[src/hdl/enc_macros.svh]
// encoder shared macros
`ifndef ENC_MACROS_SVH
`define ENC_MACROS_SVH

// --------------------------------------------------
// serial sample format
// --------------------------------------------------

// pcm sample width in bits
`define ENC_SAMPLE_W 8

// slots per tdm frame
`define ENC_NUM_SLOTS 4

// bits needed for a slot index
`define ENC_SLOT_W 2

// --------------------------------------------------
// buffering and output timing
// --------------------------------------------------

`define ENC_FIFO_DEPTH 16   // entries, power of two

// half period of output serial clock, in clk cycles
`define ENC_CLK_DIV 4

// a-law idle pattern, sent in slots with nothing pending
`define ENC_IDLE_CODE 8'hD5

`endif

[src/hdl/enc_pkg.sv]
// encoder data types
`default_nettype none

`include "enc_macros.svh"

package enc_pkg;

	// --------------------------------------------------
	// basic fields
	// --------------------------------------------------

	// one pcm sample as it travels on the serial line
	typedef logic [`ENC_SAMPLE_W-1:0] sample_t;

	// slot number within a frame
	typedef logic [`ENC_SLOT_W-1:0] slot_t;

	// --------------------------------------------------
	// payload of rx, buffer and tx
	// --------------------------------------------------

	// sample plus the slot it arrived in, slot in the upper bits
	typedef struct packed {
		slot_t   slot;   // input slot index
		sample_t data;   // pcm byte, msb first on the wire
	} tagged_sample_t;

endpackage

`default_nettype wire

[src/hdl/enc_top.sv]
// pcm encoder top
`default_nettype none

module enc_top (
	input  logic clk,
	input  logic i_rst,
	input  logic i_enc_s,      // serial pcm in
	input  logic i_enc_s_clk,  // input serial clock
	input  logic i_enc_s_fs,   // input frame sync
	output logic o_enc_o,      // serial pcm out
	output logic o_enc_o_clk,  // generated serial clock
	output logic o_enc_o_fs,   // generated frame sync
	output logic o_overrun     // buffer lost a sample
);

	// --------------------------------------------------
	// internal buses
	// --------------------------------------------------

	logic                    wr;       // rx push
	enc_pkg::tagged_sample_t wr_data;
	logic                    rd;       // tx pop
	enc_pkg::tagged_sample_t head;     // oldest buffered sample
	logic                    empty;

	// --------------------------------------------------
	// producer, buffer, consumer
	// --------------------------------------------------

	tdm_rx rx_inst0 (
		.clk         (clk),
		.i_rst       (i_rst),
		.i_enc_s     (i_enc_s),
		.i_enc_s_clk (i_enc_s_clk),
		.i_enc_s_fs  (i_enc_s_fs),
		.o_wr        (wr),
		.o_wr_data   (wr_data)
	);

	sample_fifo fifo_inst0 (
		.clk       (clk),
		.i_rst     (i_rst),
		.i_wr      (wr),
		.i_wr_data (wr_data),
		.i_rd      (rd),
		.o_rd_data (head),
		.o_empty   (empty),
		.o_full    (),          // rx has no back-pressure
		.o_overrun (o_overrun)
	);

	tdm_tx tx_inst0 (
		.clk         (clk),
		.i_rst       (i_rst),
		.i_head      (head),
		.i_empty     (empty),
		.o_rd        (rd),
		.o_enc_o     (o_enc_o),
		.o_enc_o_clk (o_enc_o_clk),
		.o_enc_o_fs  (o_enc_o_fs)
	);

endmodule

`default_nettype wire

[src/hdl/sample_fifo.sv]
// tagged sample fifo
`default_nettype none

`include "enc_macros.svh"

module sample_fifo #(
	parameter int DEPTH = `ENC_FIFO_DEPTH   // power of two, >= 2
) (
	input  logic                    clk,
	input  logic                    i_rst,
	input  logic                    i_wr,        // push strobe
	input  enc_pkg::tagged_sample_t i_wr_data,
	input  logic                    i_rd,        // pop strobe
	output enc_pkg::tagged_sample_t o_rd_data,   // head, combinational
	output logic                    o_empty,
	output logic                    o_full,
	output logic                    o_overrun    // sticky, write lost while full
);

	localparam int AW = $clog2(DEPTH);
	localparam logic [AW:0] FULL_CNT = (AW + 1)'(DEPTH);

	// --------------------------------------------------
	// storage and pointers
	// --------------------------------------------------

	enc_pkg::tagged_sample_t mem [DEPTH];

	logic [AW-1:0] wr_ptr;   // wraps at DEPTH
	logic [AW-1:0] rd_ptr;
	logic [AW:0]   count;    // occupancy, 0..DEPTH

	logic do_wr;
	logic do_rd;

	assign o_empty = (count == '0);
	assign o_full  = (count == FULL_CNT);

	assign do_wr = i_wr & ~o_full;   // dropped when full
	assign do_rd = i_rd & ~o_empty;

	assign o_rd_data = mem[rd_ptr];

	always_ff @(posedge clk) begin
		if (do_wr)
			mem[wr_ptr] <= i_wr_data;
	end

	// --------------------------------------------------
	// control
	// --------------------------------------------------

	always_ff @(posedge clk) begin
		if (i_rst) begin
			wr_ptr    <= '0;
			rd_ptr    <= '0;
			count     <= '0;
			o_overrun <= 1'b0;
		end else begin
			if (do_wr)
				wr_ptr <= wr_ptr + AW'(1);
			if (do_rd)
				rd_ptr <= rd_ptr + AW'(1);
			case ({do_wr, do_rd})
				2'b10:   count <= count + (AW + 1)'(1);
				2'b01:   count <= count - (AW + 1)'(1);
				default: count <= count;   // both or neither, no change
			endcase
			if (i_wr && o_full)
				o_overrun <= 1'b1;   // held until reset
		end
	end

endmodule

`default_nettype wire

[src/hdl/tdm_rx.sv]
// tdm input deserializer
`default_nettype none

`include "enc_macros.svh"

module tdm_rx (
	input  logic                    clk,
	input  logic                    i_rst,
	input  logic                    i_enc_s,      // serial data, async to clk
	input  logic                    i_enc_s_clk,  // serial clock, async to clk
	input  logic                    i_enc_s_fs,   // frame sync, async to clk
	output logic                    o_wr,         // one clk pulse per slot
	output enc_pkg::tagged_sample_t o_wr_data     // valid with o_wr
);

	localparam int SW = `ENC_SAMPLE_W;
	localparam int BIT_W = $clog2(SW);
	localparam logic [BIT_W-1:0] LAST_BIT = BIT_W'(SW - 1);
	localparam enc_pkg::slot_t LAST_SLOT = enc_pkg::slot_t'(`ENC_NUM_SLOTS - 1);

	// --------------------------------------------------
	// input synchronizers
	// --------------------------------------------------

	logic [1:0] s_sync;    // data
	logic [1:0] sclk_sync; // serial clock
	logic [1:0] fs_sync;   // frame sync
	logic       sclk_prev; // last synced clock level, for edge detect

	logic ser_rise;   // synced rising edge of serial clock
	logic ser_bit;
	logic ser_fs;

	always_ff @(posedge clk) begin
		if (i_rst) begin
			s_sync    <= '0;
			sclk_sync <= '0;
			fs_sync   <= '0;
			sclk_prev <= 1'b0;
		end else begin
			s_sync    <= {s_sync[0], i_enc_s};
			sclk_sync <= {sclk_sync[0], i_enc_s_clk};
			fs_sync   <= {fs_sync[0], i_enc_s_fs};
			sclk_prev <= sclk_sync[1];
		end
	end

	// data and fs go through the same two stages as the clock,
	// so they line up with the detected edge
	assign ser_rise = sclk_sync[1] & ~sclk_prev;
	assign ser_bit  = s_sync[1];
	assign ser_fs   = fs_sync[1];

	// --------------------------------------------------
	// frame tracking
	// --------------------------------------------------

	logic             active;    // inside a frame, slots left to collect
	logic [BIT_W-1:0] bit_cnt;   // next bit position within slot
	enc_pkg::slot_t   slot_cnt;  // slot being collected
	logic [SW-1:0]    shift;     // incoming bits, msb first
	logic [SW-1:0]    shift_nxt;

	logic take_bit;  // this edge carries a wanted bit
	logic last_bit;  // this edge completes a slot

	assign take_bit  = ser_rise & (ser_fs | active);
	assign last_bit  = ser_rise & ~ser_fs & active & (bit_cnt == LAST_BIT);
	assign shift_nxt = {shift[SW-2:0], ser_bit};

	always_ff @(posedge clk) begin
		if (i_rst) begin
			active   <= 1'b0;
			bit_cnt  <= '0;
			slot_cnt <= '0;
			o_wr     <= 1'b0;
		end else begin
			o_wr <= last_bit;   // lands one clk after the last bit edge
			if (ser_rise && ser_fs) begin
				// fs bit is the msb of slot 0, so one bit is already in
				active   <= 1'b1;
				bit_cnt  <= BIT_W'(1);
				slot_cnt <= '0;
			end else if (last_bit) begin
				bit_cnt  <= '0;
				slot_cnt <= slot_cnt + enc_pkg::slot_t'(1);
				if (slot_cnt == LAST_SLOT)
					active <= 1'b0;   // rest of frame ignored until next fs
			end else if (take_bit) begin
				bit_cnt <= bit_cnt + BIT_W'(1);
			end
		end
	end

	// shifter and output sample, no reset needed
	always_ff @(posedge clk) begin
		if (take_bit)
			shift <= shift_nxt;
		if (last_bit) begin
			o_wr_data.slot <= slot_cnt;
			o_wr_data.data <= shift_nxt;  // includes the lsb just sampled
		end
	end

endmodule

`default_nettype wire

[src/hdl/tdm_tx.sv]
// tdm output serializer and clock generator
`default_nettype none

`include "enc_macros.svh"

module tdm_tx (
	input  logic                    clk,
	input  logic                    i_rst,
	input  enc_pkg::tagged_sample_t i_head,      // fifo head
	input  logic                    i_empty,
	output logic                    o_rd,        // pop head, one clk
	output logic                    o_enc_o,     // serial data out
	output logic                    o_enc_o_clk, // serial clock out
	output logic                    o_enc_o_fs   // frame sync out
);

	localparam int SW = `ENC_SAMPLE_W;
	localparam int BIT_W = $clog2(SW);
	localparam logic [BIT_W-1:0] LAST_BIT = BIT_W'(SW - 1);
	localparam enc_pkg::slot_t LAST_SLOT = enc_pkg::slot_t'(`ENC_NUM_SLOTS - 1);
	localparam int DIV_W = $clog2(`ENC_CLK_DIV + 1);
	localparam logic [DIV_W-1:0] DIV_LAST = DIV_W'(`ENC_CLK_DIV - 1);
	localparam enc_pkg::sample_t IDLE = `ENC_IDLE_CODE;

	// --------------------------------------------------
	// serial clock divider
	// --------------------------------------------------

	logic [DIV_W-1:0] div_cnt;
	logic             div_tick;   // toggle point of output clock
	logic             ser_fall;   // output clock about to go low

	assign div_tick = (div_cnt == DIV_LAST);
	assign ser_fall = div_tick & o_enc_o_clk;

	always_ff @(posedge clk) begin
		if (i_rst) begin
			div_cnt     <= '0;
			o_enc_o_clk <= 1'b0;
		end else if (div_tick) begin
			div_cnt     <= '0;
			o_enc_o_clk <= ~o_enc_o_clk;
		end else begin
			div_cnt <= div_cnt + DIV_W'(1);
		end
	end

	// --------------------------------------------------
	// bit and slot position
	// --------------------------------------------------

	logic             run;        // first frame has started
	logic [BIT_W-1:0] bit_cnt;    // bit now on o_enc_o
	enc_pkg::slot_t   slot_cnt;   // slot now on o_enc_o
	enc_pkg::slot_t   next_slot;  // slot that starts at slot_start
	logic             slot_start; // falling edge that begins a slot
	logic             use_head;   // head belongs to the starting slot
	enc_pkg::sample_t load_val;   // byte to send in the starting slot
	logic [SW-1:0]    shreg;      // remaining bits of current slot

	assign slot_start = ser_fall & (~run | (bit_cnt == LAST_BIT));

	always_comb begin
		if (!run || slot_cnt == LAST_SLOT)
			next_slot = '0;   // new frame
		else
			next_slot = slot_cnt + enc_pkg::slot_t'(1);
	end

	// head waits in the buffer until its own slot comes round
	assign use_head = ~i_empty & (i_head.slot == next_slot);
	assign load_val = use_head ? i_head.data : IDLE;

	always_ff @(posedge clk) begin
		if (i_rst) begin
			run        <= 1'b0;
			bit_cnt    <= '0;
			slot_cnt   <= '0;
			o_enc_o    <= 1'b0;
			o_enc_o_fs <= 1'b0;
			o_rd       <= 1'b0;
		end else begin
			o_rd <= slot_start & use_head;   // pop only what was taken
			if (slot_start) begin
				run        <= 1'b1;
				bit_cnt    <= '0;
				slot_cnt   <= next_slot;
				o_enc_o    <= load_val[SW-1];        // msb first
				o_enc_o_fs <= (next_slot == '0);     // msb of slot 0 only
			end else if (ser_fall) begin
				bit_cnt    <= bit_cnt + BIT_W'(1);
				o_enc_o    <= shreg[SW-1];
				o_enc_o_fs <= 1'b0;
			end
		end
	end

	// shifter, loaded at slot start, no reset
	always_ff @(posedge clk) begin
		if (slot_start)
			shreg <= {load_val[SW-2:0], 1'b0};   // msb already driven
		else if (ser_fall)
			shreg <= {shreg[SW-2:0], 1'b0};
	end

endmodule

`default_nettype wire

[config.mk]
export PLATFORM = sky130hd
export DESIGN_NAME = enc_top
export DESIGN_NICKNAME = d
export VERILOG_FILES = /design/src/hdl/enc_pkg.sv /design/src/hdl/enc_top.sv /design/src/hdl/sample_fifo.sv /design/src/hdl/tdm_rx.sv /design/src/hdl/tdm_tx.sv
export VERILOG_INCLUDE_DIRS = /design/src /design/src/hdl
export SDC_FILE = /design/constraint.sdc
export NUM_CORES = 1
export LEC_CHECK = 0
export BUFFER_PORTS_ARGS = -buffer_cell sky130_fd_sc_hd__buf_2
export CAP_MARGIN = 20
export CELL_PAD_IN_SITES_DETAIL_PLACEMENT = 0
export CELL_PAD_IN_SITES_GLOBAL_PLACEMENT = 1
export CORE_MARGIN = 5
export CORE_UTILIZATION = 37
export DETAILED_ROUTE_END_ITERATION = 10
export PLACE_DENSITY_LB_ADDON = 0.3
export SLEW_MARGIN = 10
export SYNTH_ARGS = -nofsm -noshare
export SYNTH_HDL_FRONTEND = slang
export SYNTH_HIERARCHICAL = 1
export SYNTH_SLANG_ARGS = --single-unit
[constraint.sdc]
create_clock -name clk -period 3.2 [get_ports clk]
set_input_delay 0.32 -clock clk [delete_from_list [all_inputs] [get_ports clk]]
set_output_delay 0.32 -clock clk [all_outputs]
set_load 0.03 [all_outputs]
==> impl_metrics.env, run 1 <==
export IMPL_seq_area_frac_synth=0.7114
export IMPL_setup_viol=0
export IMPL_stdcell_area_um2=10360
export IMPL_clkPwrFrac=0.452
export IMPL_final_nets=592
export IMPL_seqPwrFrac=0.541
export IMPL_stdcell_count=913
export IMPL_p_leak_nw=3.384
export IMPL_arrival_ps=3440
export IMPL_crit_required_ps=3600
export IMPL_switchingPower_mw=1.167
export IMPL_synth_seq_cells=229
export IMPL_fin_setup_tns_ps=0
export IMPL_grt_max_degree=48
export IMPL_p_per_area_nw_per_um2=568.6
export IMPL_first_global_vias=4854
export IMPL_final_setup_worst_slack_ps=161.5
export IMPL_wl_um=17430
export IMPL_path_clk_slew_ps=60
export IMPL_relSlewSlack=0.3442
export IMPL_period_minus_slack_ps=3038
export IMPL_drt_pre_antenna_iters=5
export IMPL_synth_cell_types=57
export IMPL_min_path_cells=2
export IMPL_dpl_hpwl_um=10960
export IMPL_area_growth_pct=14.68
export IMPL_syn_area_um2=9034
export IMPL_startpoint_type="flop"
export IMPL_cts_buffer_depth=3
export IMPL_wire_per_inst_um=19.10
export IMPL_multi_input_area_um2=2424
export IMPL_tightest_slew_ps=981.6
export IMPL_slowest_stage="or4_4"
export IMPL_cts_tree="built"
export IMPL_rsz0062_at_grt="no"
export IMPL_grt_ovfl_total=0
export IMPL_path_common_cell="inv_1"
export IMPL_grtUsageTotal=0.1254
export IMPL_hold_viol_final=0
export IMPL_cts_made_buffers=25
export IMPL_outcome="completed"
export IMPL_holdCritPathClass="input port to flop"
export IMPL_ys_flop_type="edfxtp_1"
export IMPL_synth_edf_count=184
export IMPL_p_comb_frac=0.007
export IMPL_n_fill_cell=2129
export IMPL_synth_nets=555
export IMPL_pin_count=9
export IMPL_gp_congestion=0.7593
export IMPL_timing_fmax_mhz=329.1
export IMPL_dr_first_iter_drc_count=248
export IMPL_power_switching_share=0.1981
export IMPL_dpl_cell_area_um2=9560
export IMPL_core_area_um2=24180
export IMPL_cts_root_buffer="clkbuf_16"
export IMPL_r2r_setup_slack_ps=160
export IMPL_htreeDepth=1
export IMPL_critical_path_cell_chain="or4_4, o21a_4, inv_1, ha_2, xor2_1, ha_1, inv_1, a21o_1, a221oi_1, mux2_2"
export IMPL_clkLatencyLatePin_ps=520
export IMPL_postLayoutCoreUtil=0.4285
export IMPL_period_share=0.9495
export IMPL_seq_area_um2=6429
export IMPL_die_height_um=166.3
export IMPL_fin_skew_ps=16.89
export IMPL_start_util=0.3736
export IMPL_reg2reg_depth=10
export IMPL_clock_sinks=229
export IMPL_io_buffers=8
export IMPL_grt_pass1_wl_um=27480
export IMPL_path_class="flop to flop"
export IMPL_antenna_found_initial=0
export IMPL_cp_end_kind="flop"
export IMPL_drcViolationCount=0
export IMPL_place_ws_ps=122.5
export IMPL_worst_path_max_fanout=9
export IMPL_layout_drive_gt1_share=0.2190
export IMPL_antennaDiodeCount=0
export IMPL_synth_cells=534
export IMPL_dp_cells=865
export IMPL_die_area_um2=27640
export IMPL_cap_viol_max_count=0
export IMPL_fin_hold_ws_ps=398.6
export IMPL_intPower_mw=4.724
export IMPL_ant_nets=0
export IMPL_avgSynthCellArea_um2=16.92
export IMPL_via_count=4659
export IMPL_fp_dieW_um=166.3
export IMPL_synthArstFlopShare=0
export IMPL_std_cell_rows=57
export IMPL_ir_drop_mv=0.2871
export IMPL_ys_warn_count=6
export IMPL_viasPerCell=5.103
export IMPL_cpPeakStageDelay_ps=630
export IMPL_power_mw=5.891
export IMPL_slew_viol_final=0
## power by group through the flow
| stage | registers, mW | logic, mW | clock network (mW) |
|---|---|---|---|
| after floorplan | 3.25 | 0.0272 | 0 |
| after global placement | 3.25 | 0.0376 | 0 |
| after detailed placement | 3.25 | 0.0395 | 0 |
| after CTS | 3.19 | 0.0423 | 2.74 |
| after global routing | 3.19 | 0.0475 | 2.87 |
| final | 3.19 | 0.0417 | 2.66 |
## cell families after synthesis
logic type / share of synthesized area
compound gates: 0.05873
simple gates: 0.06883
xor+xnor: 0.01067
fa+ha+maj: 0.02216
buf+inv: 0.02064
mux: 0.1076
flops: 0.7114
## per-layer routing
metal / GRT usage / share of wire
met1: 0.1684 / 0.43
met2: 0.2141 / 0.50
met3: 0.02238 / 0.049
met4: 0.02953 / 0.014
met5: 0 / 0
## final cells by class
cell class                 instances  share of cell area
sequential                       229              0.6205
timing repair buffer              37             0.02802
clock buffer                      28             0.06147
inverter                          12            0.004348
multi-input combinational        266              0.2339
tap                              324             0.03913
clock inverter                    17             0.01256
## final timing paths
check	to	startpoint
worst min-delay path	rx_inst0/s_sync[1]	i_rst
worst max register to register	fifo_inst0/count[4]	fifo_inst0/count[1]
worst max-delay path	fifo_inst0/count[4]	fifo_inst0/count[1]
worst min register to register	tx_inst0/div_cnt[0]	tx_inst0/div_cnt[0]
## synthesized netlist by cell type (2+ instances only)
library cell,number,share of area
edfxtp_1,184,0.61
dfxtp_1,45,0.10
mux4_2,40,0.10
nor2_1,40,0.017
a22oi_1,20,0.017
nand2_1,20,0.0083
ha_1,16,0.022
a21oi_1,15,0.0083
clkbuf_1,13,0.0054
nor2b_1,13,0.0090
o21ai_0,13,0.0072
inv_1,12,0.0050
nor3_1,12,0.0066
xor2_1,8,0.0078
mux2i_1,6,0.0066
buf_2,5,0.0028
nand3_1,5,0.0028
nand2b_1,4,0.0028
o31ai_1,4,0.0033
buf_1,3,0.0012
buf_4,3,0.0025
buf_6,3,0.0037
nand3b_1,3,0.0025
or3_1,3,0.0021
xnor2_1,3,0.0029
and3_1,2,0.0014
nand2_2,2,0.0014
nor3b_1,2,0.0017
nor4_1,2,0.0014
o211ai_2,2,0.0028
o21a_1,2,0.0017
o311ai_0,2,0.0019
o32a_1,2,0.0022
or4_1,2,0.0017
## cells in the final DEF, fill, tap and decap left out, drive strengths merged, types with 14 or more instances in the layout
cell,instances
edfxtp,184
dfxtp,45
mux4,40
nor2,40
buf,34
clkbuf,28
nand2,22
a22oi,20
ha,16
a21oi,15
o21ai,14
inv,14
## critical path: cells and delay by family (launching register included)
family	cells	cell delay (ps)
compound gates	3	780
xor+xnor	1	160
fa+ha+maj	2	470
buf+inv	2	130
flops	1	380
mux	1	370
simple gates	1	630
## repair_timing
item / 4_1_cts / 5_1_grt
gates resized for setup: 0 / 1
setup endpoints to repair: 0 / 1
endpoints found under the hold margin: 3 / 0
hold buffers: 3 / 0
buffers inserted: 0 / 0
## state kept, by name (all words and copies together) (netlist names), 2 cells and up, named ones only
name and count:
fifo_inst0/count 5, fifo_inst0/mem 160, fifo_inst0/rd_ptr 4, fifo_inst0/wr_ptr 4, rx_inst0/bit_cnt 3, rx_inst0/fs_sync 2, rx_inst0/o_wr_data 10, rx_inst0/s_sync 2
rx_inst0/sclk_sync 2, rx_inst0/shift 7, rx_inst0/slot_cnt 2, tx_inst0/bit_cnt 3, tx_inst0/div_cnt 3, tx_inst0/shreg 7, tx_inst0/slot_cnt 2
No activity file was read; power rests on OpenSTA's default activity.
==> run 2, diff against run 1 <==
Settings changed: CORE_UTILIZATION 37 to 45.
==> run 2 against run 1 <==
Compared with the run above:
- utilization rose by 10 points
- critical path depth did not move
- die area fell by 17%
==> impl_metrics.env, run 2 (synthesis results as in run 1) <==
export IMPL_outcome="completed"
export IMPL_met2_usage=0.2536
export IMPL_startpoint_type="flop"
export IMPL_holdCritPathClass="input port to flop"
export IMPL_min_path_cells=2
export IMPL_setup_viol=0
export IMPL_gp_congestion=0.7919
export IMPL_cts_made_buffers=24
export IMPL_top_regs="fifo_inst0/mem x160, rx_inst0/o_wr_data x10"
export IMPL_cts_root_buffer="clkbuf_16"
export IMPL_grtUsageTotal=0.1511
export IMPL_fp_dieW_um=151.7
export IMPL_dpl_hpwl_um=10890
export IMPL_clkLatencyLatePin_ps=510
export IMPL_hold_start="i_rst"
export IMPL_crit_required_ps=3600
export IMPL_grt_pass1_wl_um=26520
export IMPL_tightest_slew_ps=881.6
export IMPL_place_ws_ps=129.3
export IMPL_antenna_found_initial=0
export IMPL_core_area_um2=19590
export IMPL_std_cell_rows=51
export IMPL_ir_drop_mv=0.3325
export IMPL_fin_setup_tns_ps=0
export IMPL_met3_usage=0.02617
export IMPL_path_clk_slew_ps=60
export IMPL_arrival_ps=3420
export IMPL_hold_viol_final=0
export IMPL_top_register="fifo_inst0/mem"
export IMPL_layout_commonest_cell="edfxtp_1"
export IMPL_area_growth_pct=14.57
export IMPL_top_usage_layer="met2"
export IMPL_drt_pre_antenna_iters=4
export IMPL_r2r_setup_slack_ps=190
export IMPL_hold_end="tx_inst0/o_enc_o_clk"
export IMPL_via_count=4592
export IMPL_htreeDepth=1
export IMPL_rsz0062_at_grt="no"
export IMPL_final_setup_worst_slack_ps=186.9
export IMPL_dp_cells=807
export IMPL_start_util=0.4611
export IMPL_r2r_end="fifo_inst0/count[4]"
export IMPL_cap_viol_max_count=0
export IMPL_fin_skew_ps=21.25
export IMPL_grt_max_degree=48
export IMPL_use_met1=0.2026
export IMPL_final_nets=592
export IMPL_ant_nets=0
export IMPL_io_buffers=8
export IMPL_die_height_um=151.7
export IMPL_dr_first_iter_drc_count=314
export IMPL_stdcell_count=854
export IMPL_period_minus_slack_ps=3013
export IMPL_antennaDiodeCount=0
export IMPL_path_class="flop to flop"
export IMPL_p_leak_nw=3.420
export IMPL_layout_drive_gt1_share=0.2258
export IMPL_reg2reg_depth=10
export IMPL_first_global_vias=4765
export IMPL_cts_tree="built"
export IMPL_p_per_area_nw_per_um2=587.7
export IMPL_clock_sinks=229
export IMPL_worst_path_max_fanout=9
export IMPL_cp_end_kind="flop"
export IMPL_die_area_um2=23010
export IMPL_wl_um=16500
export IMPL_wire_per_inst_um=19.32
export IMPL_viasPerCell=5.377
export IMPL_largest_reg_flops=160
export IMPL_timing_fmax_mhz=331.9
export IMPL_r2r_start="fifo_inst0/count[0]"
export IMPL_final_cell_mix="edfxtp_1, dfxtp_1, mux4_2, nor2_1, buf_4"
export IMPL_drcViolationCount=0
export IMPL_slew_viol_final=0
export IMPL_grt_ovfl_total=0
export IMPL_pin_count=9
export IMPL_period_share=0.9416
export IMPL_relSlewSlack=0.4123
export IMPL_cts_buffer_depth=3
[run 2: cell count changes in the layout (fill, tap and decap cells not counted), moves of 2 or more]
cell       change
buf_4          +2
bufinv_16      +3
clkbuf_1       -3
clkbuf_8       +2
[run 2: power breakdown]
part	switching [mW]	internal [mW]	total (mW)
sequential	0.00592	3.18	3.19
combinational	0.0246	0.0160	0.0406
clock	1.10	1.75	2.85
[run 2: area by class of cell]
type / count / area (µm²)
Fill cell: 1553 / 9240
Sequential cell: 229 / 6429
Multi-Input combinational cell: 266 / 2424
Clock buffer: 26 / 628.1
Tap cell: 265 / 331.6
Timing Repair Buffer: 38 / 285.3
Clock inverter: 18 / 207.7
Inverter: 12 / 45.04
[run 2: worst max-delay path: stages, from the launching register on]
cell and delay, ps:
dfxtp_1 360, or4_4 640, o21a_4 260, inv_1 60, ha_2 270, xor2_1 190, ha_1 230, inv_1 80
a21o_1 160, a221oi_1 290, mux2_2 360
[run 2: how the worst max path moves through the flow]
stage / from / endpoint / slack (ps) / cells past startpoint
after floorplan: fifo_inst0/count[1] / fifo_inst0/count[4] / 190 / 13
after global placement: fifo_inst0/count[1] / fifo_inst0/count[4] / 230 / 10
after detailed placement: fifo_inst0/count[1] / fifo_inst0/count[4] / 130 / 10
after CTS: fifo_inst0/count[1] / fifo_inst0/count[4] / 120 / 10
after global routing: fifo_inst0/count[0] / fifo_inst0/count[4] / 0.6 / 10
final: fifo_inst0/count[0] / fifo_inst0/count[4] / 190 / 10
[run 2: metrics by stage]
stage / power, mW / hold slack [ps] / utilization / cell area (µm²)
finish: 6.083 / 414.7 / 0.5283 / 10350
global route: 6.292 / 435.3 / 0.5283 / 10350
CTS: 6.149 / 412.1 / 0.5282 / 10350
detailed placement: 3.291 / 408.9 / 0.4840 / 9482
global placement: 3.289 / 403.0 / 0.4840 / 9482
floorplan: 3.280 / 391.6 / - / 9034
[run 2: per-layer routing]
layer  part of all wire  up-vias
met5                  0        -
met4              0.022        0
met3              0.050       24
met2               0.50      100
met1               0.43     2298
li1                   -     2170
[run 2: what timing repair did]
item / 4_1_cts / 5_1_grt
setup buffers: 0 / 0
endpoints found under the setup margin: 0 / 1
hold buffers: 3 / 0
endpoints found under the hold margin: 3 / 0
gates resized for setup: 0 / 1
